File: config.mk
export PLATFORM = sky130hd
export DESIGN_NAME = packet_fifo
export DESIGN_NICKNAME = d
export VERILOG_FILES = /design/src/source/packet_fifo.sv
export SDC_FILE = /design/constraint.sdc
export NUM_CORES = 1
export LEC_CHECK = 0
export BUFFER_PORTS_ARGS = -buffer_cell sky130_fd_sc_hd__buf_2
export CORE_MARGIN = 2
export CORE_UTILIZATION = 43
export CTS_BUF_LIST = sky130_fd_sc_hd__clkbuf_2
export DETAILED_ROUTE_END_ITERATION = 6
export GPL_TIMING_DRIVEN = 0
export PLACE_DENSITY = 0.7
export SETUP_SLACK_MARGIN = 0.2
export SLEW_MARGIN = 20
export SYNTH_ARGS = -nofsm -noshare
export SYNTH_HDL_FRONTEND = slang
export SYNTH_SLANG_ARGS = --single-unit
File: constraint.sdc
create_clock -name ap_clk -period 4.8 [get_ports ap_clk]
set_input_delay 0.48 -clock ap_clk [delete_from_list [all_inputs] [get_ports ap_clk]]
set_output_delay 0.48 -clock ap_clk [all_outputs]
set_load 0.01 [all_outputs]
File: src/source/packet_fifo.sv
// Synchronous first-word-fall-through FIFO
// Circular buffer with occupancy count, head word visible while not empty

`timescale 1ns/100ps
`default_nettype none

module packet_fifo #(
    parameter int WIDTH = 40,
    parameter int DEPTH = 8
) (
    input  logic             ap_clk,
    input  logic             areset_lane_template,
    input  logic             push_i,
    input  logic [WIDTH-1:0] push_data_i,
    input  logic             pop_i,
    output logic             full_o,
    output logic             empty_o,
    output logic [WIDTH-1:0] head_data_o
);

    localparam int PTR_W = (DEPTH > 1) ? $clog2(DEPTH) : 1;
    localparam int CNT_W = $clog2(DEPTH + 1);

    logic [WIDTH-1:0] mem_q [DEPTH];
    logic [PTR_W-1:0] wr_ptr_q;
    logic [PTR_W-1:0] rd_ptr_q;
    logic [CNT_W-1:0] count_q;
    logic             do_push;
    logic             do_pop;

    assign full_o      = (count_q == CNT_W'(DEPTH));
    assign empty_o     = (count_q == '0);
    assign do_push     = push_i && !full_o;
    assign do_pop      = pop_i && !empty_o;
    assign head_data_o = mem_q[rd_ptr_q];

    // Pointers and occupancy
    always_ff @(posedge ap_clk) begin
        if (areset_lane_template) begin
            wr_ptr_q <= '0;
            rd_ptr_q <= '0;
            count_q  <= '0;
        end else begin
            if (do_push) begin
                wr_ptr_q <= (wr_ptr_q == PTR_W'(DEPTH - 1)) ? '0 : wr_ptr_q + 1'b1;
            end
            if (do_pop) begin
                rd_ptr_q <= (rd_ptr_q == PTR_W'(DEPTH - 1)) ? '0 : rd_ptr_q + 1'b1;
            end
            case ({do_push, do_pop})
                2'b10:   count_q <= count_q + 1'b1;
                2'b01:   count_q <= count_q - 1'b1;
                default: count_q <= count_q;
            endcase
        end
    end

    always_ff @(posedge ap_clk) begin
        if (do_push) begin
            mem_q[wr_ptr_q] <= push_data_i;
        end
    end

endmodule

`default_nettype wire

Word-level counts from Yosys, hierarchy flattened. Memory sizes are Yosys's and may differ from the RTL's. A register that Yosys moved wholly into a read port is not among the register bits. Cells that the tools add are included.

Register bits after elaboration: 10. Bits in latches: 0. RAM bits: 320. Memory bits (read-only): 0. Output and inout port bits: 42. Memories kept: 1.

Memory list: mem_q (words 8, width 40, read ports 1, clocked after memory_dff 1, write ports 1, line 24) `logic [WIDTH-1:0] mem_q [DEPTH];`.

$add $sub $neg: 4. Multipliers: 0. Divide/modulo/power cells: 0. Magnitude comparators: 0. Equality and inequality tests: 5. Shifts and indexed selects: 0. Mux-type cells: 7. Bitwise gates (word level): 0. Reductions and logical operators: 6.

Operators by type and width (number): $mux 3 (4); $pmux 4 s2 (1); $add 3x1->3 const B (2); $eq 3x3->1 const B (2); $add 4x1->4 const B (1); $eq 4x4->1 const B (1); $logic_not 4->1 (1); $sub 4x1->4 const B (1); $eq 2x1->1 const B (1); $eq 2x2->1 const B (1); $logic_and 1x1->1 (2); $logic_not 1->1 (2); $mux 1 (2); $reduce_bool 2->1 (1).

Depth between registers and ports, before layout. Gate-level depths: netlist (run 1).

Depth after elaboration: 5. Mapped depth: 11. Mapped depth without buffers: 9.

Worst setup path before layout (run 1). OpenSTA, ideal clock, no wires.

Path type: reg-to-reg. Start: register count_q[0]. End: memory mem_q[0][0] (enable). Library setup time: 0.537 ns. Data arrival time: 4.665 ns. Path slack: -0.402 ns. Cell stages (with the launch flop): 6. Path buffers: 2. Path through: dfxtp_1 buf_4 nor3_1 a21bo_1 buf_2 nor4_1.

Word-level cells in the longest chain between the ends: 5.

RTL lines: from (decl) (line 27) `logic [CNT_W-1:0] count_q;`; from (signal assigned) (line 51) `2'b10: count_q <= count_q + 1'b1;`; from (signal assigned) (line 52) `2'b01: count_q <= count_q - 1'b1;`; from (signal assigned) (line 53) `default: count_q <= count_q;`; $eq 4x4->1 (line 31) `assign full_o = (count_q == CNT_W'(DEPTH));`; $logic_not 1->1 (line 33) `assign do_push = push_i && !full_o;`; $logic_and 1x1->1 (line 33); $mux 1 (line 59) `if (do_push) begin`; $mux 1 (not written as such) (line 60) `mem_q[wr_ptr_q] <= push_data_i;`; to (decl) (line 24).

Every way passes these cells.

==> results of run 1 <==
## critical path, stage by stage (launching register included)
cell	delay [ps]
dfxtp_1	320
clkbuf_1	330
clkbuf_1	620
mux4_1	410
mux2_2	290
buf_2	140
## through the flow
step,util,area (µm²)
after detailed placement,0.485,14400
after CTS,0.525,15600
after global placement,0.469,13900
final,0.525,15600
after floorplan,-,13000
after global routing,0.525,15600
## worst max path at each step
| stage | from | slack [ps] | depth (start not counted) | to |
|---|---|---|---|---|
| after floorplan | count_q[0] | 650 | 5 | mem_q[1][0] |
| after global placement | push_i | -2580 | 4 | mem_q[6][32] |
| after detailed placement | count_q[1] | 1830 | 9 | count_q[3] |
| after CTS | register | 1280 | 5 | head_data_o[26] |
| after global routing | register | 1130 | 5 | head_data_o[8] |
| final | register | 1360 | 5 | head_data_o[24] |
## layout make-up
| cell class | count | area, µm² | share of cell area |
|---|---|---|---|
| diodes | 2 | 5.00 | 0.000321 |
| clock buffers | 117 | 586 | 0.0375 |
| clock inverters | 32 | 179 | 0.0115 |
| well taps | 390 | 488 | 0.0313 |
| repair buffers | 164 | 1270 | 0.0812 |
| flip-flops and latches | 333 | 9870 | 0.632 |
| plain buffers | 28 | 185 | 0.0119 |
| inverters | 1 | 3.75 | 0.000240 |
| multi-input cells | 180 | 3020 | 0.194 |
## timing repair
action                                  4_1_cts  5_1_grt
hold endpoints to repair                    321        0
hold buffers                                 41        0
gates resized for setup                       0        0
endpoints found under the setup margin        0        0
setup buffers                                 0        0
## cells in the mapped netlist (3+ instances only)
master and count:
a21oi_1 7, nand2_1 6, dfxtp_1 13, edfxtp_1 320, mux4_1 80, clkbuf_1 15, nor2_1 9, nor3_1 7
ha_1 7, buf_4 3, xor2_1 3, mux2_2 41, buf_6 9
## sequential cells by signal, indices dropped and copies added (netlist names), named ones only
register	cells
mem_q	320
count_q	4
rd_ptr_q	3
wr_ptr_q	3
## logic make-up after synthesis
kind of cell / count (synthesis) / share of synthesized area
buffers and inverters: 29 / 0.0145
XOR/XNOR: 3 / 0.00202
AO/OA/AOI/OAI: 12 / 0.00644
multiplexers: 124 / 0.199
flip-flops: 333 / 0.758
AND/OR/NAND/NOR: 34 / 0.0134
adder cells (fa/ha/maj): 7 / 0.00672
## power by group through the flow
stage / clock [mW] / sequential [mW] / combinational (mW)
after floorplan: 0 / 3.47 / 1.07
after detailed placement: 0 / 3.48 / 1.63
final: 1.84 / 3.41 / 1.64
after global placement: 0 / 3.48 / 1.52
after CTS: 1.90 / 3.41 / 1.67
after global routing: 2.06 / 3.42 / 1.75
## per-layer routing
| layer | global-route usage | part of all wire | vias to the layer above |
|---|---|---|---|
| li1 | - | - | 2928 |
| met3 | 0.0431 | 0.066 | 39 |
| met5 | 0 | 0 | - |
| met1 | 0.217 | 0.41 | 3276 |
| met4 | 0.0577 | 0.016 | 0 |
| met2 | 0.296 | 0.51 | 207 |
==> results.tsv, run 1 <==
stage	metric	value	unit
critical_path	r2r_end	count_q[3]	
cts	cts_tree	done	
sta	finalHoldViolations	0	
synthesis	synth_seq_cells	333	
synthesis	avgSynthCellArea	24.0	µm²
detailed_routing	drc	0	
cts	clock_path_buffers	3	
floorplanning	io_pins	86	
placed_design	portBuffers	85	
sta	final-setup-viol-count	0	
detailed_routing	viasPerCell	5.17	
cts	cts_buffers	82	
synthesis	syn_area	13000	µm²
layout	final_nets	841	
layout	final_common_cell	edfxtp_1	
sta	tightest_slew	783	ps
layout	final_cell_mix	edfxtp_1, clkbuf_2, buf_2	
floorplanning	initial_core_util	0.438	
grt	grt_use_total	0.173	
synthesis	synthDistinctLibCells	31	
synthesis	ys.flop_type	edfxtp_1	
power_and_ir_drop	vdd_ir_drop_max	0.000285	V
synthesis	synthTopCellsByArea	edfxtp_1, mux4_1, mux2_2	
detailed_routing	vias	6450	
power_and_ir_drop	p_leak	5.45	nW
sta	timing.final.ws_setup	1360	ps
critical_path	reg2reg_depth	9	
placed_design	dp_hpwl	16.8	mm
power_and_ir_drop	pwr-share-seq	0.494	
grt	grt_max_degree	18	
sta	worst_clock_skew	47.7	ps
synthesis	synth_area_leader_cell	edfxtp_1	
sta	rsz0062_at_grt	false	
synthesis	netlist.area_leader.share	0.738	
power_and_ir_drop	p_clk_frac	0.267	
placed_design	gp_congestion	0.734	
grt	gr-total-overflow	0	
critical_path	critical_path_class	reg -> out	
critical_path	end_kind	primary output	
synthesis	synth_edf_count	320	
layout	stdcell_count	1247	
placed_design	dp_slack	1830	ps
synthesis	synth_nets	593	
cts	htree_levels	3	
critical_path	start_kind	register	
placed_design	placedCellCount	1055	
floorplanning	die-area	31700	µm²
sta	slew_viol_final	0	
sta	period_share	0.716	
layout	n_fill_cell	2339	
worst_hold_path	holdCritPathClass	in -> reg	
floorplanning	core	29700	µm²
cts	clock_sinks	333	
detailed_routing	final_antenna_net_count	0	
critical_path	critPathMaxFanout	10	
run	cap_viol_max_count	0	
synthesis	async_reset_ff_frac	0	
cts	clkTransAtPathRegs	100	ps
outcome	status	finished clean	
detailed_routing	drt_wl_total	26.8	mm
critical_path	r2r_start	count_q[1]	
floorplanning	row_count	63	
critical_path	r2r_setup_slack	1750	ps
power_and_ir_drop	switching_power	1.94	mW
floorplanning	die_x	178	µm
sta	max_slew_margin	0.472	
power_and_ir_drop	finalPower	6.89	mW
detailed_routing	dr.pass1.iters	5	
grt	grt_pass1_vias	6871	
layout	layout-drive-gt1-share	0.361	
grt	antenna_found_initial	2	
power_and_ir_drop	p_int	4.96	mW
layout	area_growth	19.8	%
sta	fin_crit	3440	ps
cts	cts_root_buf	clkbuf_2	
worst_hold_path	hold_start	pop_i	
power_and_ir_drop	p_sw_frac	0.281	
synthesis	syn_inst	542	
detailed_routing	drt_iter0_markers	486	
critical_path	cp.required	4320	ps
power_and_ir_drop	p_comb_frac	0.238	
grt	grt_pass1_wl	39.3	mm
sta	fmax	291	MHz
detailed_routing	wire_per_inst	21.5	µm
synthesis	yosysWarnings	0	
sta	fin_setup_tns	0	ps
power_and_ir_drop	p_per_area	442	nW/µm²
critical_path	crit_arrival	2960	ps
synthesis	yosysSeqAreaShare	0.758	
floorplanning	die_h	178	µm
cts	clk-insertion-delay-late	880	ps
worst_hold_path	whs_path_depth	4	
sta	hold_ws	98.1	ps
(Power assumes the default switching activity.)
==> inputs of run 2 (changes only) <==
--- a/config.mk
+++ b/config.mk
@@ -5,6 +5,7 @@
 export SDC_FILE = /design/constraint.sdc
 export NUM_CORES = 1
 export LEC_CHECK = 0
+export ABC_AREA = 1
 export BUFFER_PORTS_ARGS = -buffer_cell sky130_fd_sc_hd__buf_2
 export CORE_MARGIN = 2
 export CORE_UTILIZATION = 43
==> constraint.sdc (replaced) <==
create_clock -name ap_clk -period 3.12 [get_ports ap_clk]
set_input_delay 0.312 -clock ap_clk [delete_from_list [all_inputs] [get_ports ap_clk]]
set_output_delay 0.312 -clock ap_clk [all_outputs]
set_load 0.01 [all_outputs]
==> results.tsv, run 2 <==
stage	metric	value	unit
outcome	status	finished clean	
critical_path	cpPeakStageDelay	520	ps
detailed_routing	dr.pass1.iters	5	
synthesis	netlist_top_cells_count	edfxtp_1, nand2_1, nor2_1	
worst_hold_path	holdCritPathClass	in -> reg	
critical_path	end_kind	primary output	
synthesis	avgSynthCellArea	13.5	µm²
cts	clkTransAtPathRegs	100	ps
synthesis	muxShareOfSynthArea	0.0299	
critical_path	r2r_end	mem_q[3][23]	
sta	fin_crit	2690	ps
placed_design	dp_hpwl	18.2	mm
layout	multi_input_area	3030	µm²
floorplanning	row_count	64	
sta	worst_clock_skew	74.6	ps
placed_design	gp_congestion	0.783	
synthesis	synth_nets	1046	
run	cap_viol_max_count	0	
sta	rsz0062_at_grt	true	
critical_path	cp.required	2810	ps
synthesis	synthAdderAreaFrac	0.00653	
layout	area_growth	18.5	%
detailed_routing	drt_wl_total	29.9	mm
placed_design	portBuffers	84	
critical_path	reg2reg_depth	7	
synthesis	async_reset_ff_frac	0	
sta	final-setup-viol-count	0	
cts	clock_sinks	333	
sta	finalHoldViolations	0	
layout	n_fill_cell	2591	
synthesis	netlist.area_leader.share	0.717	
worst_hold_path	hold_start	push_data_i[21]	
cts	htree_levels	3	
critical_path	cpLargestDelayFamily	buffers and inverters	
worst_hold_path	whs_path_depth	2	
sta	max_slew_margin	0.441	
detailed_routing	final_antenna_net_count	0	
placed_design	dpl-instance-area	14700	µm²
grt	grt_use_total	0.185	
synthesis	syn_area	13400	µm²
sta	fin_setup_tns	0	ps
synthesis	synth_area_leader_cell	edfxtp_1	
power_and_ir_drop	vdd_ir_drop_max	0.000576	V
cts	cts_buffers	82	
floorplanning	die_h	181	µm
detailed_routing	wire_per_inst	17.8	µm
synthesis	synth-compound-area-share	0.0832	
layout	reg_top3	mem_q x320, count_q x4	
layout	top_register	mem_q	
layout	final_nets	1270	
critical_path	critPathMaxFanout	10	
synthesis	syn_inst	995	
cts	clk-insertion-delay-late	880	ps
floorplanning	die_x	181	µm
detailed_routing	viasPerCell	5.08	
detailed_routing	drt_iter0_markers	708	
sta	slew_viol_final	0	
power_and_ir_drop	p_per_area	712	nW/µm²
cts	cts_root_buf	clkbuf_2	
layout	final_cell_area	15900	µm²
critical_path	crit_arrival	2380	ps
grt	antenna_found_initial	2	
layout	final_common_cell	edfxtp_1	
worst_hold_path	min_to	mem_q[7][21]	
floorplanning	die-area	32600	µm²
synthesis	synth_edf_count	320	
layout	largest_reg_flops	320	
grt	grt_pass1_vias	8758	
detailed_routing	drc	0	
placed_design	dp_slack	803	ps
cts	cts_tree	done	
synthesis	synth_seq_cells	333	
layout	fin_util	0.518	
floorplanning	core	30700	µm²
detailed_routing	vias	8539	
grt	grt_pass1_wl	46.7	mm
synthesis	yosysWarnings	0	
sta	timing.final.ws_setup	432	ps
synthesis	ys.flop_type	edfxtp_1	
floorplanning	io_pins	86	
critical_path	path_buf_inv	4	
floorplanning	initial_core_util	0.437	
sta	tightest_slew	836	ps
critical_path	start_kind	register	
critical_path	path_cells	clkbuf_1, inv_1, clkbuf_1, nand2_1, nand2_1, buf_2	
critical_path	r2r_start	count_q[1]	
layout	final_cell_mix	edfxtp_1, nand2_1, nor2_1	
sta	fmax	372	MHz
synthesis	yosysSeqAreaShare	0.736	
synthesis	synthDistinctLibCells	29	
power_and_ir_drop	p_leak	5.82	nW
grt	grt_max_degree	23	
synthesis	synth_top_family_by_area	simple AND/OR/NAND/NOR gates	
grt	gr-total-overflow	0	
layout	seq_area	9870	µm²
critical_path	r2r_setup_slack	760	ps
synthesis	yosys.area_share.simple	0.0997	
synthesis	yosysMostFrequentCell	edfxtp_1	
sta	period_share	0.862	
synthesis	synthTopCellsByArea	edfxtp_1, nand2_1, nor2_1	
critical_path	critical_path_class	reg -> out	
synthesis	synth-xor-area-share	0.00196	
critical_path	cp_slowest_cell	clkbuf_1	
cts	clock_path_buffers	3	
layout	layout-drive-gt1-share	0.252	
## run 2: cell families (layout without fill, tap and decap cells)
logic type / after synthesis / in the layout
AOI/OAI and AO/OA: 212 / 212
xor gates and xnor gates: 3 / 3
adders and majority gates: 7 / 7
buffers and inverters: 75 / 363
DFF: 333 / 333
muxes: 40 / 40
other: 0 / 2
and+or+nand+nor: 325 / 325
## run 2: layout make-up
| class | count | share of cell area |
|---|---|---|
| sequential | 333 | 0.621 |
| multi-input combinational | 587 | 0.191 |
| timing repair buffer | 140 | 0.0736 |
| clock buffer | 116 | 0.0365 |
| buffer | 58 | 0.0318 |
| tap | 396 | 0.0312 |
| clock inverter | 32 | 0.0105 |
| inverter | 17 | 0.00417 |
| antenna | 2 | 0.000315 |
## run 2: how the worst max path moves through the flow
stage,from,endpoint,slack [ps],cells past startpoint
final,register,head_data_o[4],430,6
after global routing,register,head_data_o[6],180,6
after CTS,register,head_data_o[5],210,6
after global placement,count_q[1],mem_q[1][24],-1570,6
after floorplan,count_q[1],mem_q[1][0],130,6
after detailed placement,count_q[1],mem_q[3][36],800,7
## run 2: power breakdown
group          leakage (nW)  switching [mW]  internal (mW)  total (mW)
sequential             3.01          0.0994           5.23        5.33
clock                 0.558            1.70           1.10        2.80
combinational          2.25            1.95           1.23        3.18
## run 2: metrics by stage
step / hold slack, ps / power [mW] / std cells
global placement: 494 / 8.42 / 1475
detailed placement: 513 / 8.59 / 1487
floorplan: 411 / 7.45 / 995
CTS: 170 / 11.4 / 1679
global route: 131 / 12.0 / 1681
finish: 241 / 11.3 / 1681
## run 2: worst register-to-register path, delay by kind of cell (launching register included)
kind	cells	cell delay [ps]
flops	1	400
simple gates	5	1230
buf+inv	2	430
## run 2: routing by layer
metal  vias to the layer above  wire length, µm  GRT usage
li1                       4095                -          -
met1                      4048            12600      0.241
met2                       341            14500      0.300
met3                        55             2090     0.0424
met4                         0              744     0.0755
met5                         -                0          0
## run 2: repair_timing
action                                  in CTS  in global routing
setup buffers                                0                  0
hold buffers                                44                  0
resized for setup                            1                 12
endpoints found under the setup margin       1                 27
endpoints found under the hold margin      333                  0
