**src/source/lane_consts.svh**
```systemverilog
// Lane sizing constants
// Engine count, data, address, engine index and run count widths
// FIFO depth for the lane input and output buffers

`ifndef LANE_CONSTS_SVH
`define LANE_CONSTS_SVH

// --------------------
// Lane structure
// --------------------
`define LANE_NUM_ENGINES 4
`define LANE_FIFO_DEPTH  8

// --------------------
// Widths
// --------------------
`define LANE_DATA_W  32
`define LANE_ADDR_W  8
// Must cover LANE_NUM_ENGINES
`define LANE_ID_W    2
`define LANE_COUNT_W 16

`endif

```
**src/source/lane_pkg.sv**
```systemverilog
// Lane package
// Data, address, engine index and run count types
// Operation enum and the engine and arbiter state enums

`default_nettype none

`include "lane_consts.svh"

package lane_pkg;

    typedef logic [`LANE_DATA_W-1:0]  lane_data_t;
    typedef logic [`LANE_ADDR_W-1:0]  lane_addr_t;
    typedef logic [`LANE_ID_W-1:0]    lane_id_t;
    typedef logic [`LANE_COUNT_W-1:0] lane_count_t;

    // Descriptor operation codes
    typedef enum logic [1:0] {
        LANE_OP_PASS = 2'd0,
        LANE_OP_ADD  = 2'd1,
        LANE_OP_XOR  = 2'd2
    } lane_op_e;

    typedef enum logic [1:0] {ENG_IDLE, ENG_READ, ENG_SEND} engine_state_e;

    // Four-phase memory port sequence
    typedef enum logic [1:0] {ARB_IDLE, ARB_REQ, ARB_RELEASE} arb_state_e;

endpackage

`default_nettype wire

```
**src/source/lane_engine.sv**
```systemverilog
// Lane engine stage
// Holds one packet, reads one memory word unless the run is PASS,
// combines it with the packet value and forwards downstream.
// Counts forwarded packets against the run count for done

`timescale 1ns/100ps
`default_nettype none

`include "lane_consts.svh"

module lane_engine #(
    parameter int ENGINE_ID = 0
) (
    input  logic                  ap_clk,
    input  logic                  areset_lane_template,
    input  logic                  desc_start_i,
    input  lane_pkg::lane_op_e    desc_op_i,
    input  lane_pkg::lane_count_t desc_count_i,
    input  logic                  pkt_in_valid_i,
    input  lane_pkg::lane_addr_t  pkt_in_addr_i,
    input  lane_pkg::lane_data_t  pkt_in_value_i,
    output logic                  pkt_in_ready_o,
    output logic                  pkt_out_valid_o,
    output lane_pkg::lane_addr_t  pkt_out_addr_o,
    output lane_pkg::lane_data_t  pkt_out_value_o,
    input  logic                  pkt_out_ready_i,
    output logic                  rd_req_o,
    output lane_pkg::lane_addr_t  rd_addr_o,
    input  logic                  rd_ack_i,
    input  lane_pkg::lane_data_t  rd_data_i,
    output logic                  done_o
);

    import lane_pkg::*;

    engine_state_e state_q;
    lane_op_e      op_q;
    lane_count_t   count_q;
    lane_count_t   sent_q;
    lane_addr_t    addr_q;
    lane_data_t    value_q;
    logic          accept;
    logic          forward;

    // Engine index must address the shared memory port
    if (ENGINE_ID >= `LANE_NUM_ENGINES) begin : g_bad_id
        $error("lane_engine ENGINE_ID out of range");
    end

    function automatic lane_data_t combine(
        input lane_op_e   op,
        input lane_data_t value,
        input lane_data_t word
    );
        lane_data_t result;
        case (op)
            LANE_OP_ADD: result = value + word;
            LANE_OP_XOR: result = value ^ word;
            default:     result = value;
        endcase
        return result;
    endfunction

    // --------------------
    // Handshakes
    // --------------------
    assign pkt_in_ready_o  = (state_q == ENG_IDLE);
    assign pkt_out_valid_o = (state_q == ENG_SEND);
    assign pkt_out_addr_o  = addr_q;
    assign pkt_out_value_o = value_q;
    assign rd_req_o        = (state_q == ENG_READ);
    assign rd_addr_o       = addr_q;

    assign accept  = pkt_in_valid_i && pkt_in_ready_o;
    assign forward = pkt_out_valid_o && pkt_out_ready_i;

    assign done_o = (sent_q == count_q);

    // --------------------
    // Control
    // --------------------
    always_ff @(posedge ap_clk) begin
        if (areset_lane_template) begin
            state_q <= ENG_IDLE;
            op_q    <= LANE_OP_PASS;
            count_q <= '0;
            sent_q  <= '0;
        end else begin
            if (desc_start_i) begin
                op_q    <= desc_op_i;
                count_q <= desc_count_i;
                sent_q  <= '0;
            end else if (forward) begin
                sent_q <= sent_q + 1'b1;
            end

            case (state_q)
                ENG_IDLE: begin
                    if (accept) begin
                        // PASS skips the memory read
                        state_q <= (op_q == LANE_OP_PASS) ? ENG_SEND : ENG_READ;
                    end
                end
                ENG_READ: begin
                    if (rd_ack_i) begin
                        state_q <= ENG_SEND;
                    end
                end
                ENG_SEND: begin
                    if (pkt_out_ready_i) begin
                        state_q <= ENG_IDLE;
                    end
                end
                default: state_q <= ENG_IDLE;
            endcase
        end
    end

    // Packet held in the stage
    always_ff @(posedge ap_clk) begin
        if (accept) begin
            addr_q  <= pkt_in_addr_i;
            value_q <= pkt_in_value_i;
        end else if (state_q == ENG_READ && rd_ack_i) begin
            value_q <= combine(op_q, value_q, rd_data_i);
        end
    end

endmodule

`default_nettype wire

```
**config.mk**
```make
export PLATFORM = sky130hd
export DESIGN_NAME = lane_engine
export DESIGN_NICKNAME = d
export VERILOG_FILES = /design/src/source/lane_pkg.sv /design/src/source/lane_engine.sv
export VERILOG_INCLUDE_DIRS = /design/src /design/src/source
export SDC_FILE = /design/constraint.sdc
export NUM_CORES = 1
export LEC_CHECK = 0
export BUFFER_PORTS_ARGS = -buffer_cell sky130_fd_sc_hd__buf_4
export CORE_MARGIN = 4
export CORE_UTILIZATION = 30
export DETAILED_ROUTE_END_ITERATION = 10
export HOLD_SLACK_MARGIN = 0.15
export PLACE_DENSITY = 0.56
export SYNTH_ARGS = -nofsm -noshare
export SYNTH_HDL_FRONTEND = slang
export SYNTH_SLANG_ARGS = --single-unit
```
**constraint.sdc**
```tcl
create_clock -name ap_clk -period 7.8 [get_ports ap_clk]
set_input_delay 0.78 -clock ap_clk [delete_from_list [all_inputs] [get_ports ap_clk]]
set_output_delay 0.78 -clock ap_clk [all_outputs]
set_load 0.01 [all_outputs]
```
# Yosys cells after proc, flatten, opt, wreduce, memory -nomap -nowiden

Cells that the tools add are included.

Add/subtract/negate cells: 2
Equality and inequality tests: 8
Mux-type cells: 8
Bitwise gates (word level): 1
Reductions and logical operators: 10

Operators by type and width:

| kind                                          | number |
|---|---|
| 2-to-1 mux 32 bit                             | 2 |
| one-hot mux 32 bit (2 select lines)           | 1 |
| adder 32 bit                                  | 1 |
| bitwise XOR 32 bit                            | 1 |
| adder 16 x 1 -> 16 bit, second input constant | 1 |
| == test 16 bit                                | 1 |
| 2-to-1 mux 2 bit                              | 4 |
| != test 2 x 1 -> 1 bit, second input constant | 3 |
| one-hot mux 2 bit (3 select lines)            | 1 |
| == test 2 x 1 -> 1 bit, second input constant | 2 |
| == test 2 bit, second input constant          | 2 |
| zero test 2 bit                               | 2 |
| logical AND 1 bit                             | 3 |
| AND reduction 3 bit                           | 1 |
| nonzero test 3 bit                            | 1 |
| AND reduction 2 bit                           | 1 |
| nonzero test 2 bit                            | 1 |
| OR reduction 2 bit                            | 1 |

Bits in registers: 76
Bits of input ports: 96

# Logic depth before layout (Yosys ltp)

Gate-level depths: netlist of the first run.

Word-level depth: 4
Gate-level depth with buffers: 8
Gate-level depth less buffers: 8

# Worst setup path after synthesis of the first run

Ideal clock, no wire load.

Kind: input to register
Start: input port rd_data_i[0]
End: register value_q[30], in the netlist pkt_out_value_o[30], data pin
Arrival time: 2.569 ns
Data required time: 7.526 ns
Setup slack: 4.957 ns
Cell stages on the path: 8
Cells stage by stage: ha_1 fa_1 a21o_1 a221oi_2 nor4b_2 o32ai_2 a221o_1 a31oi_1

Word-level cells in the longest chain between the ends: 4

RTL lines:

| item                                | line               | source |
|---|---|---|
| from (decl)                         | lane_engine.sv:30  | `input lane_pkg::lane_data_t rd_data_i,` |
| adder 32 bit                        | lane_engine.sv:57  | `LANE_OP_ADD: result = value + word;` |
| one-hot mux 32 bit (2 select lines) | lane_engine.sv:56  | `case (op)` |
| 2-to-1 mux 32 bit                   | lane_engine.sv:124 | `end else if (state_q == ENG_READ && rd_ack_i) begin` |
| 2-to-1 mux 32 bit                   | lane_engine.sv:121 | `if (accept) begin` |
| to (signal assigned)                | lane_engine.sv:123 | `value_q <= pkt_in_value_i;` |
| to (signal assigned)                | lane_engine.sv:125 | `value_q <= combine(op_q, value_q, rd_data_i);` |
| to (decl)                           | lane_engine.sv:41  | `lane_data_t value_q;` |

No other way between the ends. The select of a mux whose other input is x is not followed.
A chain may end at the register's enable or synchronous reset.

# Final worst setup path of the first run

Same ends and word-level chain as after synthesis.

==> impl_metrics.sql, run 1 <==
INSERT INTO impl_metrics (metric_group, metric, value, unit) VALUES
('synth', 'ys_async_sr_fraction', '0', '%'),
('routing', 'first_iter_violations', '280', ''),
('synth', 'synth_area_leader_cell', 'sky130_fd_sc_hd__edfxtp_1', ''),
('global_routing', 'grtUsageTotal', '15.98', '%'),
('cts', 'clock_insertion_delay_worst_skew', '0.35', 'ns'),
('routing', 'post_drt_via_cell_ratio', '5.195', ''),
('timing', 'layout_worst_path_cycle_share', '38.53', '%'),
('pwr', 'power.density_cell_area', '218.7', 'mW/mm²'),
('placement', 'count_of_input_and_output_buffers', '147', ''),
('timing', 'max_slew.worst_pin.slew', '0.8122', 'ns'),
('pwr', 'power_frac_seq', '34.1', '%'),
('timing', 'relSlewSlack', '45.85', '%'),
('synth', 'synth_edf_count', '40', ''),
('cts', 'holdBufCountCts', '0', ''),
('pwr', 'internal_power', '0.0009490', 'W'),
('synth', 'yosysWarnings', '0', ''),
('cts', 'clock-sinks', '76', ''),
('cts', 'cts_tree', 'done', ''),
('setup_path', 'endpoint_of_the_lowest_slack_register_to_register_path', 'pkt_out_value_o[30]', ''),
('pwr', 'power.switching_fraction', '36.46', '%'),
('flow_run', 'maximum_capacitance_violations', '0', ''),
('routing', 'drt_pre_antenna_iters', '7', ''),
('routing', 'avgRoutedWirePerCell', '16.82', 'µm'),
('floorplanning', 'io_pins', '148', ''),
('setup_path', 'critical_path_class', 'primary input to flop', ''),
('floorplanning', 'initial_core_util', '30.76', '%'),
('setup_path', 'setup.worst_path.start_class', 'primary input', ''),
('pwr', 'leakage', '2.797', 'nW'),
('setup_path', 'crit_buf_inv', '1', ''),
('cts', 'clk_transition_reported_paths', '0.07', 'ns'),
('floorplanning', 'die_h', '141.4', 'µm'),
('synth', 'post_synth.cell_area_avg', '8.667', 'µm²'),
('setup_path', 'worst_path_max_delay_cell', 'sky130_fd_sc_hd__a221oi_2', ''),
('final_layout', 'mostFrequentLayoutCell', 'sky130_fd_sc_hd__buf_4', ''),
('min_path', 'path_category_of_the_worst_min_delay_check', 'flop to flop', ''),
('synth', 'synth_top_area_share', '22.50', '%'),
('routing', 'route.detailed.drc', '0', ''),
('routing', 'drt.antenna.violating_nets', '0', ''),
('timing', 'final_hold_viol_count', '0', ''),
('setup_path', 'cell_family_with_most_cp_delay', 'compound AO/OA/AOI/OAI gates', ''),
('setup_path', 'reg2regPathDepth', '8', ''),
('setup_path', 'crit_fanout', '5', ''),
('timing', 'clock.fmax', '332.8', 'MHz'),
('run_status', 'status', 'completed', ''),
('synth', 'ys_dominant_reg_cell', 'sky130_fd_sc_hd__edfxtp_1', ''),
('global_routing', 'grt_first_pass_wirelength', '25430', 'µm'),
('synth', 'ys_top_cells_by_area', 'sky130_fd_sc_hd__edfxtp_1 (22%), sky130_fd_sc_hd__dfxtp_1 (13%), sky130_fd_sc_hd__ha_1 (7.5%)', ''),
('floorplanning', 'fp.dieArea', '0.01999', 'mm²'),
('setup_path', 'crit_chain', 'buf_4 > ha_1 > fa_1 > a21o_1 > a221oi_2 > nor4b_2 > o32ai_2 > a221o_1 > a31oi_1', ''),
('cts', 'cts_max_level', '3', ''),
('timing', 'setup_viol', '0', ''),
('pwr', 'power.ir.vdd_worst', '110.8', 'µV'),
('synth', 'synth.net_count', '745', ''),
('global_routing', 'grt_start_max_net_pins', '46', ''),
('synth', 'synth.distinct_cells', '64', ''),
('timing', 'clock-skew-final', '0.01068', 'ns'),
('placement', 'gp_congestion', '0.8998', ''),
('setup_path', 'critPathArrivalTime', '3.08', 'ns'),
('global_routing', 'antenna_found_initial', '0', ''),
('placement', 'placed_cells', '951', ''),
('setup_path', 'worst_r2r_startpoint', 'pkt_out_value_o[0]', ''),
('global_routing', 'first_global_vias', '4740', ''),
('synth', 'synth_seq_cells', '76', ''),
('timing', 'final_period_minus_worst_setup_slack', '3.005', 'ns'),
('placement', 'hpwl', '12490', 'µm'),
('final_layout', 'synthToLayoutAreaGrowth', '27.91', '%'),
('cts', 'cts_buffers', '9', ''),
('pwr', 'combPwrFrac', '39.1', '%'),
('floorplanning', 'core.rowCount', '48', ''),
('global_routing', 'grt_remaining_overflow', '0', ''),
('setup_path', 'regToRegSetupSlack', '4.89', 'ns');
-- registers in the layout, summed over array words and instances, names as in the netlist --
register         cells
pkt_out_value_o     32
count_q             16
state_q              2
pkt_out_addr_o       8
sent_q              16
op_q                 2
-- routing by layer --
layer	global-route usage [%]	share of wire (%)
met1	20.87	45
met2	26.13	45
met3	4.112	8.0
met4	4.697	1.6
met5	0	0
-- cells in the mapped netlist, drive strengths merged (12+ instances only) --
| cell type | instances |
|---|---|
| mux2i | 19 |
| ha | 32 |
| nand4 | 21 |
| nand3 | 12 |
| edfxtp | 40 |
| nand2 | 64 |
| nor2 | 79 |
| clkbuf | 22 |
| dfxtp | 36 |
| a21oi | 57 |
| xnor2 | 28 |
| nor3 | 17 |
| o21ai | 31 |
| buf | 19 |
| xor2 | 17 |
-- area by class of cell --
type,count,area [µm²]
clock inverter,6,45.04
tap,225,281.5
inverter,8,30.03
timing repair buffer,151,1134
multi-input combinational,491,3192
sequential,76,1922
fill,1787,10530
clock buffer,9,225.2
-- power groups by stage --
stage | Sequential [W] | Combinational, W | Clock (W)
finish | 0.000509 | 0.000584 | 0.000401
detailed placement | 0.000519 | 0.000581 | 0
CTS | 0.000510 | 0.000585 | 0.000415
floorplan | 0.000529 | 0.000373 | 0
global route | 0.000515 | 0.000649 | 0.000429
global placement | 0.000518 | 0.000584 | 0
-- how the worst max path moves through the flow --
| stage | startpoint | slack, ns | to | cells after the start |
|---|---|---|---|---|
| global placement | rd_data_i[0] | 4.47 | pkt_out_value_o[30] | 9 |
| global route | rd_data_i[0] | 4.72 | pkt_out_value_o[16] | 9 |
| floorplan | rd_data_i[0] | 4.96 | pkt_out_value_o[30] | 8 |
| CTS | rd_data_i[0] | 4.82 | pkt_out_value_o[30] | 9 |
| finish | rd_data_i[0] | 4.80 | pkt_out_value_o[30] | 9 |
| detailed placement | rd_data_i[0] | 4.49 | pkt_out_value_o[30] | 9 |
-- metrics by stage --
stage	hold slack, ns	setup slack (ns)	total power (W)	cell area (µm²)	utilization [%]
2_1_floorplan	0.4707	4.957	0.0009018	5339	-
3_3_place_gp	0.4992	4.472	0.001102	6559	37.79
3_5_place_dp	0.5014	4.493	0.001100	6559	37.79
4_1_cts	0.5086	4.825	0.001510	6829	39.35
5_1_grt	0.5262	4.722	0.001593	6829	39.35
6_report	0.5060	4.795	0.001494	6829	39.35
-- cell families (layout without fill, tap and decap cells) --
kind of cell,after synthesis,count (layout),share of synthesized area (%)
simple gates,235,235,20.74
compound gates,158,158,19.97
flops,76,76,36.00
buf+inv,49,174,4.265
xor+xnor,45,45,7.382
fa+ha+maj,33,33,7.874
mux,20,20,3.773
No activity file was read; power rests on OpenSTA's default activity.
==> run 2, diff against run 1 <==
Settings changed: ABC_AREA set to 1, PLACE_DENSITY 0.56 to 0.55.
Clock period 7.8 ns to 2.8 ns, I/O delays scaled along.
==> impl_metrics.sql, run 2 <==
INSERT INTO impl_metrics (metric_group, metric, value, unit) VALUES
('cts', 'cts_resized', '0', ''),
('cts', 'post_cts_buffers', '0', ''),
('cts', 'clk_transition_reported_paths', '0.06', 'ns'),
('final_layout', 'final-instance-count-excl-fill', '1273', ''),
('pwr', 'leakage', '3.840', 'nW'),
('flow_run', 'maximum_capacitance_violations', '0', ''),
('cts', 'clock_insertion_delay_worst_skew', '0.34', 'ns'),
('synth', 'synth_edf_count', '40', ''),
('global_routing', 'grtUsageTotal', '15.66', '%'),
('synth', 'synthSimpleGateAreaFrac', '37.58', '%'),
('run_status', 'status', 'completed', ''),
('synth', 'yosys-top-cells-count', 'sky130_fd_sc_hd__nand2_1 (343), sky130_fd_sc_hd__inv_1 (131), sky130_fd_sc_hd__nor2_1 (76), sky130_fd_sc_hd__nand3_1 (55), sky130_fd_sc_hd__edfxtp_1 (40)', ''),
('synth', 'yosysWarnings', '0', ''),
('final_layout', 'finish.net_count', '1163', ''),
('pwr', 'power.ir.vdd_worst', '282.3', 'µV'),
('final_layout', 'drive_above_1_share', '17.81', '%'),
('global_routing', 'grt_remaining_overflow', '0', ''),
('global_routing', 'antenna_found_initial', '0', ''),
('floorplanning', 'fp.dieArea', '0.02135', 'mm²'),
('placement', 'hpwl', '13280', 'µm'),
('setup_path', 'critical-path-max-stage-delay', '0.44', 'ns'),
('cts', 'holdBufCountCts', '11', ''),
('synth', 'synth_seq_area_share', '33.58', '%'),
('final_layout', 'largest_reg_flops', '32', ''),
('setup_path', 'crit_fanout', '4', ''),
('synth', 'ys_top_cells_by_area', 'sky130_fd_sc_hd__nand2_1 (22%), sky130_fd_sc_hd__edfxtp_1 (21%), sky130_fd_sc_hd__dfxtp_1 (13%)', ''),
('routing', 'avgRoutedWirePerCell', '13.28', 'µm'),
('setup_path', 'cell_family_with_most_cp_delay', 'simple AND/OR/NAND/NOR gates', ''),
('setup_path', 'critical_path_class', 'flop to flop', ''),
('floorplanning', 'placeable_core_region', '0.01871', 'mm²'),
('timing', 'clock.fmax', '429.6', 'MHz'),
('synth', 'synth_xor_area_share', '3.214', '%'),
('timing', 'final_period_minus_worst_setup_slack', '2.328', 'ns'),
('cts', 'cts_max_level', '3', ''),
('setup_path', 'regToRegSetupSlack', '0.47', 'ns'),
('floorplanning', 'initial_core_util', '30.60', '%'),
('synth', 'synth.distinct_cells', '37', ''),
('cts', 'cts_tree', 'done', ''),
('synth', 'ys_async_sr_fraction', '0', '%'),
('setup_path', 'crit_buf_inv', '0', ''),
('synth', 'yosys.area_share.adder', '7.346', '%'),
('routing', 'drt_pre_antenna_iters', '4', ''),
('synth', 'synth.most_common_cell', 'sky130_fd_sc_hd__nand2_1', ''),
('synth', 'synth.net_count', '1010', ''),
('timing', 'clock-skew-final', '0.009737', 'ns'),
('synth', 'synth_top_area_share', '22.50', '%'),
('setup_path', 'worst_setup_path_end_kind', 'flop', ''),
('synth', 'synth_area_leader_cell', 'sky130_fd_sc_hd__nand2_1', ''),
('floorplanning', 'core.rowCount', '50', ''),
('pwr', 'power.density_cell_area', '614.3', 'mW/mm²'),
('routing', 'route.detailed.drc', '0', ''),
('setup_path', 'timing.critical_path.required', '2.90', 'ns'),
('routing', 'final_routed_wirelength_across_all_metal_layers', '16910', 'µm'),
('synth', 'syn_inst_count', '881', ''),
('min_path', 'path_category_of_the_worst_min_delay_check', 'primary input to flop', ''),
('floorplanning', 'io_pins', '148', ''),
('placement', 'gp_congestion', '0.8863', ''),
('final_layout', 'antenna-diode-count', '0', ''),
('global_routing', 'grt_first_pass_wirelength', '27320', 'µm'),
('routing', 'post_drt_via_cell_ratio', '4.491', ''),
('timing', 'layout_worst_path_cycle_share', '83.14', '%'),
('setup_path', 'critPathArrivalTime', '2.43', 'ns'),
('timing', 'maxSlewViolCount', '0', ''),
('setup_path', 'worst_path_max_delay_cell', 'sky130_fd_sc_hd__fa_1', ''),
('placement', 'count_of_input_and_output_buffers', '147', ''),
('routing', 'vias', '5717', ''),
('timing', 'grt_setup_unrepaired', 'no', ''),
('synth', 'post_synth.cell_area_avg', '6.496', 'µm²'),
('floorplanning', 'die_h', '146.1', 'µm'),
('timing', 'setup_viol', '0', ''),
('routing', 'first_iter_violations', '265', ''),
('cts', 'cts_buffers', '9', ''),
('synth', 'share_of_synthesized_area_spent_on_multiplexers', '0', '%'),
('final_layout', 'synthToLayoutAreaGrowth', '30.15', '%'),
('synth', 'synth_compound_area_share', '7.193', '%'),
('setup_path', 'setup.worst_path.start_class', 'flop', ''),
('cts', 'clock-sinks', '76', ''),
('global_routing', 'first_global_vias', '5695', ''),
('final_layout', 'layout.cells.most_common_list', 'sky130_fd_sc_hd__nand2_1 (343), sky130_fd_sc_hd__buf_4 (154), sky130_fd_sc_hd__inv_1 (130), sky130_fd_sc_hd__nor2_1 (76), sky130_fd_sc_hd__nand3_1 (55)', ''),
('synth', 'synth_top_family_by_area', 'simple AND/OR/NAND/NOR gates', ''),
('synth', 'synth_seq_cells', '76', ''),
('global_routing', 'grt_start_max_net_pins', '31', ''),
('timing', 'max_slew.worst_pin.slew', '0.4606', 'ns'),
('synth', 'syn-cell-area', '0.005723', 'mm²'),
('placement', 'placed_cells', '1246', ''),
('cts', 'cts.root.buffer_cell', 'sky130_fd_sc_hd__clkbuf_16', ''),
('timing', 'final_hold_viol_count', '0', ''),
('cts', 'cts_max_path_buffers', '2', ''),
('timing', 'finalSetupTns', '0', 'ns'),
('setup_path', 'crit_chain', 'ha_1 > fa_1 > nand3_1 > nand3_1 > nand3_1 > nand2_1 > nand2_1 > nand2_1 > nand2_1 > nand3_1 > nand3_1 > nand2_1', ''),
('routing', 'drt.antenna.violating_nets', '0', ''),
('floorplanning', 'die_width', '146.1', 'µm'),
('timing', 'relSlewSlack', '69.10', '%'),
('synth', 'ys_dominant_reg_cell', 'sky130_fd_sc_hd__edfxtp_1', ''),
('final_layout', 'mostFrequentLayoutCell', 'sky130_fd_sc_hd__nand2_1', '');
run 2: changes by cell type in the layout (fill, tap and decap cells not counted), sizes merged, moves of 16 or more:
cell,delta
nand3,+46
a21oi,-23
inv,+119
nand2,+280
mux2i,-19
nand4,-16
run 2: cell type report:
cell class                      count  area, µm²
Timing Repair Buffer              165       1266
Sequential cell                    76       1922
Inverter                          133      499.2
Tap cell                          234      292.8
Multi-Input combinational cell    649       3167
Clock buffer                       14      287.8
Fill cell                        2021      11260
Clock inverter                      2      13.76
run 2: power breakdown:
group          switching (W)  total [W]  internal (W)
registers          0.0000855    0.00146       0.00138
clock network       0.000484    0.00120      0.000714
logic                0.00116    0.00191      0.000757
total                0.00173    0.00458       0.00285
run 2: per-stage QoR:
| stage | power (W) | util, % | setup slack (ns) | cell area [µm²] | hold WS (ns) |
|---|---|---|---|---|---|
| 6_report | 0.004576 | 39.82 | 0.4720 | 7448 | 0.1582 |
| 4_1_cts | 0.004636 | 39.82 | 0.4846 | 7448 | 0.1501 |
| 3_3_place_gp | 0.003397 | 37.62 | 0.5558 | 7037 | 0.4582 |
| 3_5_place_dp | 0.003406 | 37.62 | 0.4922 | 7037 | 0.4594 |
| 2_1_floorplan | 0.002731 | - | 0.6521 | 5723 | 0.3491 |
| 5_1_grt | 0.004950 | 39.82 | 0.2852 | 7448 | 0.1707 |
run 2: worst paths after layout:
path	startpoint	end	cells after the start
min reg2reg	sent_q[15]	sent_q[15]	2
max	pkt_out_value_o[0]	pkt_out_value_o[24]	12
min	desc_count_i[1]	count_q[1]	3
max reg2reg	pkt_out_value_o[0]	pkt_out_value_o[24]	12
run 2: worst reg2reg max path, stage by stage (launching register included):
cell and delay, ns:
sky130_fd_sc_hd__edfxtp_1 0.40, sky130_fd_sc_hd__ha_1 0.26, sky130_fd_sc_hd__fa_1 0.44, sky130_fd_sc_hd__nand3_1 0.11, sky130_fd_sc_hd__nand3_1 0.10, sky130_fd_sc_hd__nand3_1 0.09
sky130_fd_sc_hd__nand2_1 0.12, sky130_fd_sc_hd__nand2_1 0.11, sky130_fd_sc_hd__nand2_1 0.09, sky130_fd_sc_hd__nand2_1 0.13, sky130_fd_sc_hd__nand3_1 0.10, sky130_fd_sc_hd__nand3_1 0.10
sky130_fd_sc_hd__nand2_1 0.05
run 2: cells by family after synthesis:
group           Yosys count
simple gates            516
compound gates           79
xor+xnor                 21
buf+inv                 156
fa+ha+maj                33
flops                    76
run 2: per-layer routing:
layer | part of all wire (%) | up-vias | wire, µm | global-route usage [%]
met5 | 0 | - | 0 | 0
li1 | - | 3062 | - | -
met3 | 6.0 | 17 | 1020 | 3.662
met4 | 1.4 | 0 | 235 | 4.186
met1 | 44 | 2504 | 7498 | 19.15
met2 | 48 | 134 | 8156 | 27.67
==> run 3, diff against run 2 <==
Clock period 2.8 ns to 2.4 ns, I/O delays scaled along.
==> impl_metrics.sql, run 3 (synthesis gave the netlist of run 2 again) <==
INSERT INTO impl_metrics (metric_group, metric, value, unit) VALUES
('timing', 'layout_setup_ws', '0.2024', 'ns'),
('pwr', 'power.ir.vdd_worst', '312.1', 'µV'),
('setup_path', 'timing.critical_path.required', '2.51', 'ns'),
('timing', 'grt_setup_unrepaired', 'no', ''),
('routing', 'post_drt_via_cell_ratio', '4.464', ''),
('cts', 'cts_max_level', '3', ''),
('timing', 'max_slew.worst_pin.slew', '0.4658', 'ns'),
('final_layout', 'layout.cells.most_common_list', 'sky130_fd_sc_hd__nand2_1 (342), sky130_fd_sc_hd__buf_4 (155), sky130_fd_sc_hd__inv_1 (130), sky130_fd_sc_hd__nor2_1 (76), sky130_fd_sc_hd__nand3_1 (55)', ''),
('global_routing', 'grtUsageTotal', '15.91', '%'),
('timing', 'finalSetupTns', '0', 'ns'),
('cts', 'cts.root.buffer_cell', 'sky130_fd_sc_hd__clkbuf_16', ''),
('cts', 'clock-sinks', '76', ''),
('timing', 'final_hold_viol_count', '0', ''),
('timing', 'clock.fmax', '455.0', 'MHz'),
('setup_path', 'cell_family_with_most_cp_delay', 'simple AND/OR/NAND/NOR gates', ''),
('flow_run', 'maximum_capacitance_violations', '0', ''),
('pwr', 'total_power', '0.005401', 'W'),
('final_layout', 'final_cell_area', '0.007666', 'mm²'),
('final_layout', 'antenna-diode-count', '0', ''),
('floorplanning', 'core.rowCount', '50', ''),
('pwr', 'power.density_cell_area', '704.5', 'mW/mm²'),
('final_layout', 'final-instance-count-excl-fill', '1293', ''),
('pwr', 'leakage', '3.931', 'nW'),
('setup_path', 'setup.worst_path.start_class', 'flop', ''),
('global_routing', 'grt_first_pass_wirelength', '27700', 'µm'),
('final_layout', 'number_of_filler_cells_placed_in_the_layout', '2001', ''),
('global_routing', 'antenna_found_initial', '0', ''),
('floorplanning', 'initial_core_util', '30.60', '%'),
('routing', 'drt_pre_antenna_iters', '5', ''),
('setup_path', 'worst_path_max_delay_cell', 'sky130_fd_sc_hd__edfxtp_1', ''),
('floorplanning', 'placeable_core_region', '0.01871', 'mm²'),
('routing', 'vias', '5772', ''),
('timing', 'clock-skew-final', '0.01337', 'ns'),
('setup_path', 'crit_buf_inv', '0', ''),
('setup_path', 'worst_setup_path_end_kind', 'flop', ''),
('min_path', 'path_category_of_the_worst_min_delay_check', 'primary input to flop', ''),
('cts', 'cts_buffers', '9', ''),
('placement', 'gp_congestion', '0.8460', ''),
('placement', 'placed_cells', '1248', ''),
('routing', 'avgRoutedWirePerCell', '13.09', 'µm'),
('floorplanning', 'io_pins', '148', ''),
('final_layout', 'mostFrequentLayoutCell', 'sky130_fd_sc_hd__nand2_1', ''),
('global_routing', 'grt_remaining_overflow', '0', ''),
('setup_path', 'critical_path_class', 'flop to flop', ''),
('cts', 'cts_tree', 'done', ''),
('placement', 'hpwl', '13360', 'µm'),
('setup_path', 'critPathArrivalTime', '2.31', 'ns'),
('run_status', 'status', 'completed', ''),
('routing', 'final_routed_wirelength_across_all_metal_layers', '16920', 'µm'),
('final_layout', 'finish.net_count', '1183', ''),
('cts', 'clock_insertion_delay_worst_skew', '0.35', 'ns'),
('final_layout', 'largest_reg_flops', '32', ''),
('floorplanning', 'die_h', '146.1', 'µm'),
('timing', 'setup_viol', '0', ''),
('cts', 'post_cts_buffers', '0', ''),
('routing', 'route.detailed.drc', '0', ''),
('final_layout', 'drive_above_1_share', '17.94', '%'),
('timing', 'final_period_minus_worst_setup_slack', '2.198', 'ns'),
('routing', 'drt.antenna.violating_nets', '0', ''),
('global_routing', 'first_global_vias', '5837', ''),
('routing', 'first_iter_violations', '271', ''),
('placement', 'post_dp_cell_area', '0.007064', 'mm²'),
('cts', 'clk_transition_reported_paths', '0.07', 'ns'),
('timing', 'maxSlewViolCount', '0', ''),
('final_layout', 'synthToLayoutAreaGrowth', '33.95', '%'),
('floorplanning', 'die_width', '146.1', 'µm'),
('placement', 'count_of_input_and_output_buffers', '147', ''),
('setup_path', 'crit_chain', 'ha_1 > fa_2 > nand3_1 > nand3_1 > nand3_1 > nand2_1 > nand2_1 > nand2_1 > or2_0 > nand3_1 > nand2_1', ''),
('timing', 'layout_worst_path_cycle_share', '91.57', '%'),
('placement', 'dp_slack', '0.1429', 'ns'),
('setup_path', 'crit_fanout', '4', ''),
('timing', 'relSlewSlack', '68.75', '%'),
('setup_path', 'critical-path-max-stage-delay', '0.39', 'ns'),
('cts', 'cts_max_path_buffers', '2', ''),
('global_routing', 'grt_start_max_net_pins', '33', ''),
('floorplanning', 'fp.dieArea', '0.02135', 'mm²');
run 3: cell count changes in the layout (fill, tap and decap cells not counted), sizes merged:
cell / delta
dlygate4sd3: +18
buf: +2
clkbuf: -2
clkinv: +1
inv: +1
run 3: area by class of cell:
class,instances,area [µm²],area share [%]
clock buffers,12,279.0,3.640
clock inverters,4,27.53,0.3591
inverters,133,499.2,6.512
multi-input cells,649,3172,41.37
flip-flops and latches,76,1922,25.07
well taps,234,292.8,3.819
repair buffers,185,1474,19.23
run 3: metal layers:
layer | track usage (%) | up-vias | share of wire [%]
li1 | - | 3107 | -
met5 | 0 | - | 0
met3 | 4.128 | 20 | 6.1
met1 | 18.69 | 2519 | 43
met2 | 28.46 | 126 | 49
met4 | 4.751 | 0 | 1.5
run 3: where the power goes:
part / switching, W / total (W) / internal, W
clock network: 0.000589 / 0.00142 / 0.000830
logic: 0.00136 / 0.00228 / 0.000918
registers: 0.0000989 / 0.00171 / 0.00161
total: 0.00205 / 0.00540 / 0.00335
run 3: final timing paths:
| check | depth (start not counted) | end | start | slack (ns) |
|---|---|---|---|---|
| hold / removal | 3 | pkt_out_value_o[11] | pkt_in_value_i[11] | 0.16 |
| hold reg to reg | 2 | sent_q[15] | sent_q[15] | 0.49 |
| setup / recovery | 11 | pkt_out_value_o[12] | pkt_out_value_o[0] | 0.20 |
| setup reg to reg | 11 | pkt_out_value_o[12] | pkt_out_value_o[0] | 0.20 |
run 3: metrics by stage:
step / util, % / hold WS [ns]
5_1_grt: 40.98 / 0.1709
3_5_place_dp: 37.77 / 0.4196
2_1_floorplan: - / 0.3091
3_3_place_gp: 37.77 / 0.4181
4_1_cts: 40.96 / 0.1549
6_report: 40.98 / 0.1644
run 3: tightest hold or removal path, delay by kind of cell:
| kind | cells | cell delay [ns] |
|---|---|---|
| and+or+nand+nor | 2 | 0.10 |
| buffers and inverters | 1 | 0.07 |
run 3: what timing repair did:
item,4_1_cts,5_1_grt
resized for setup,0,2
endpoints found under the hold margin,30,0
setup endpoints to repair,0,4
hold buffers,29,0
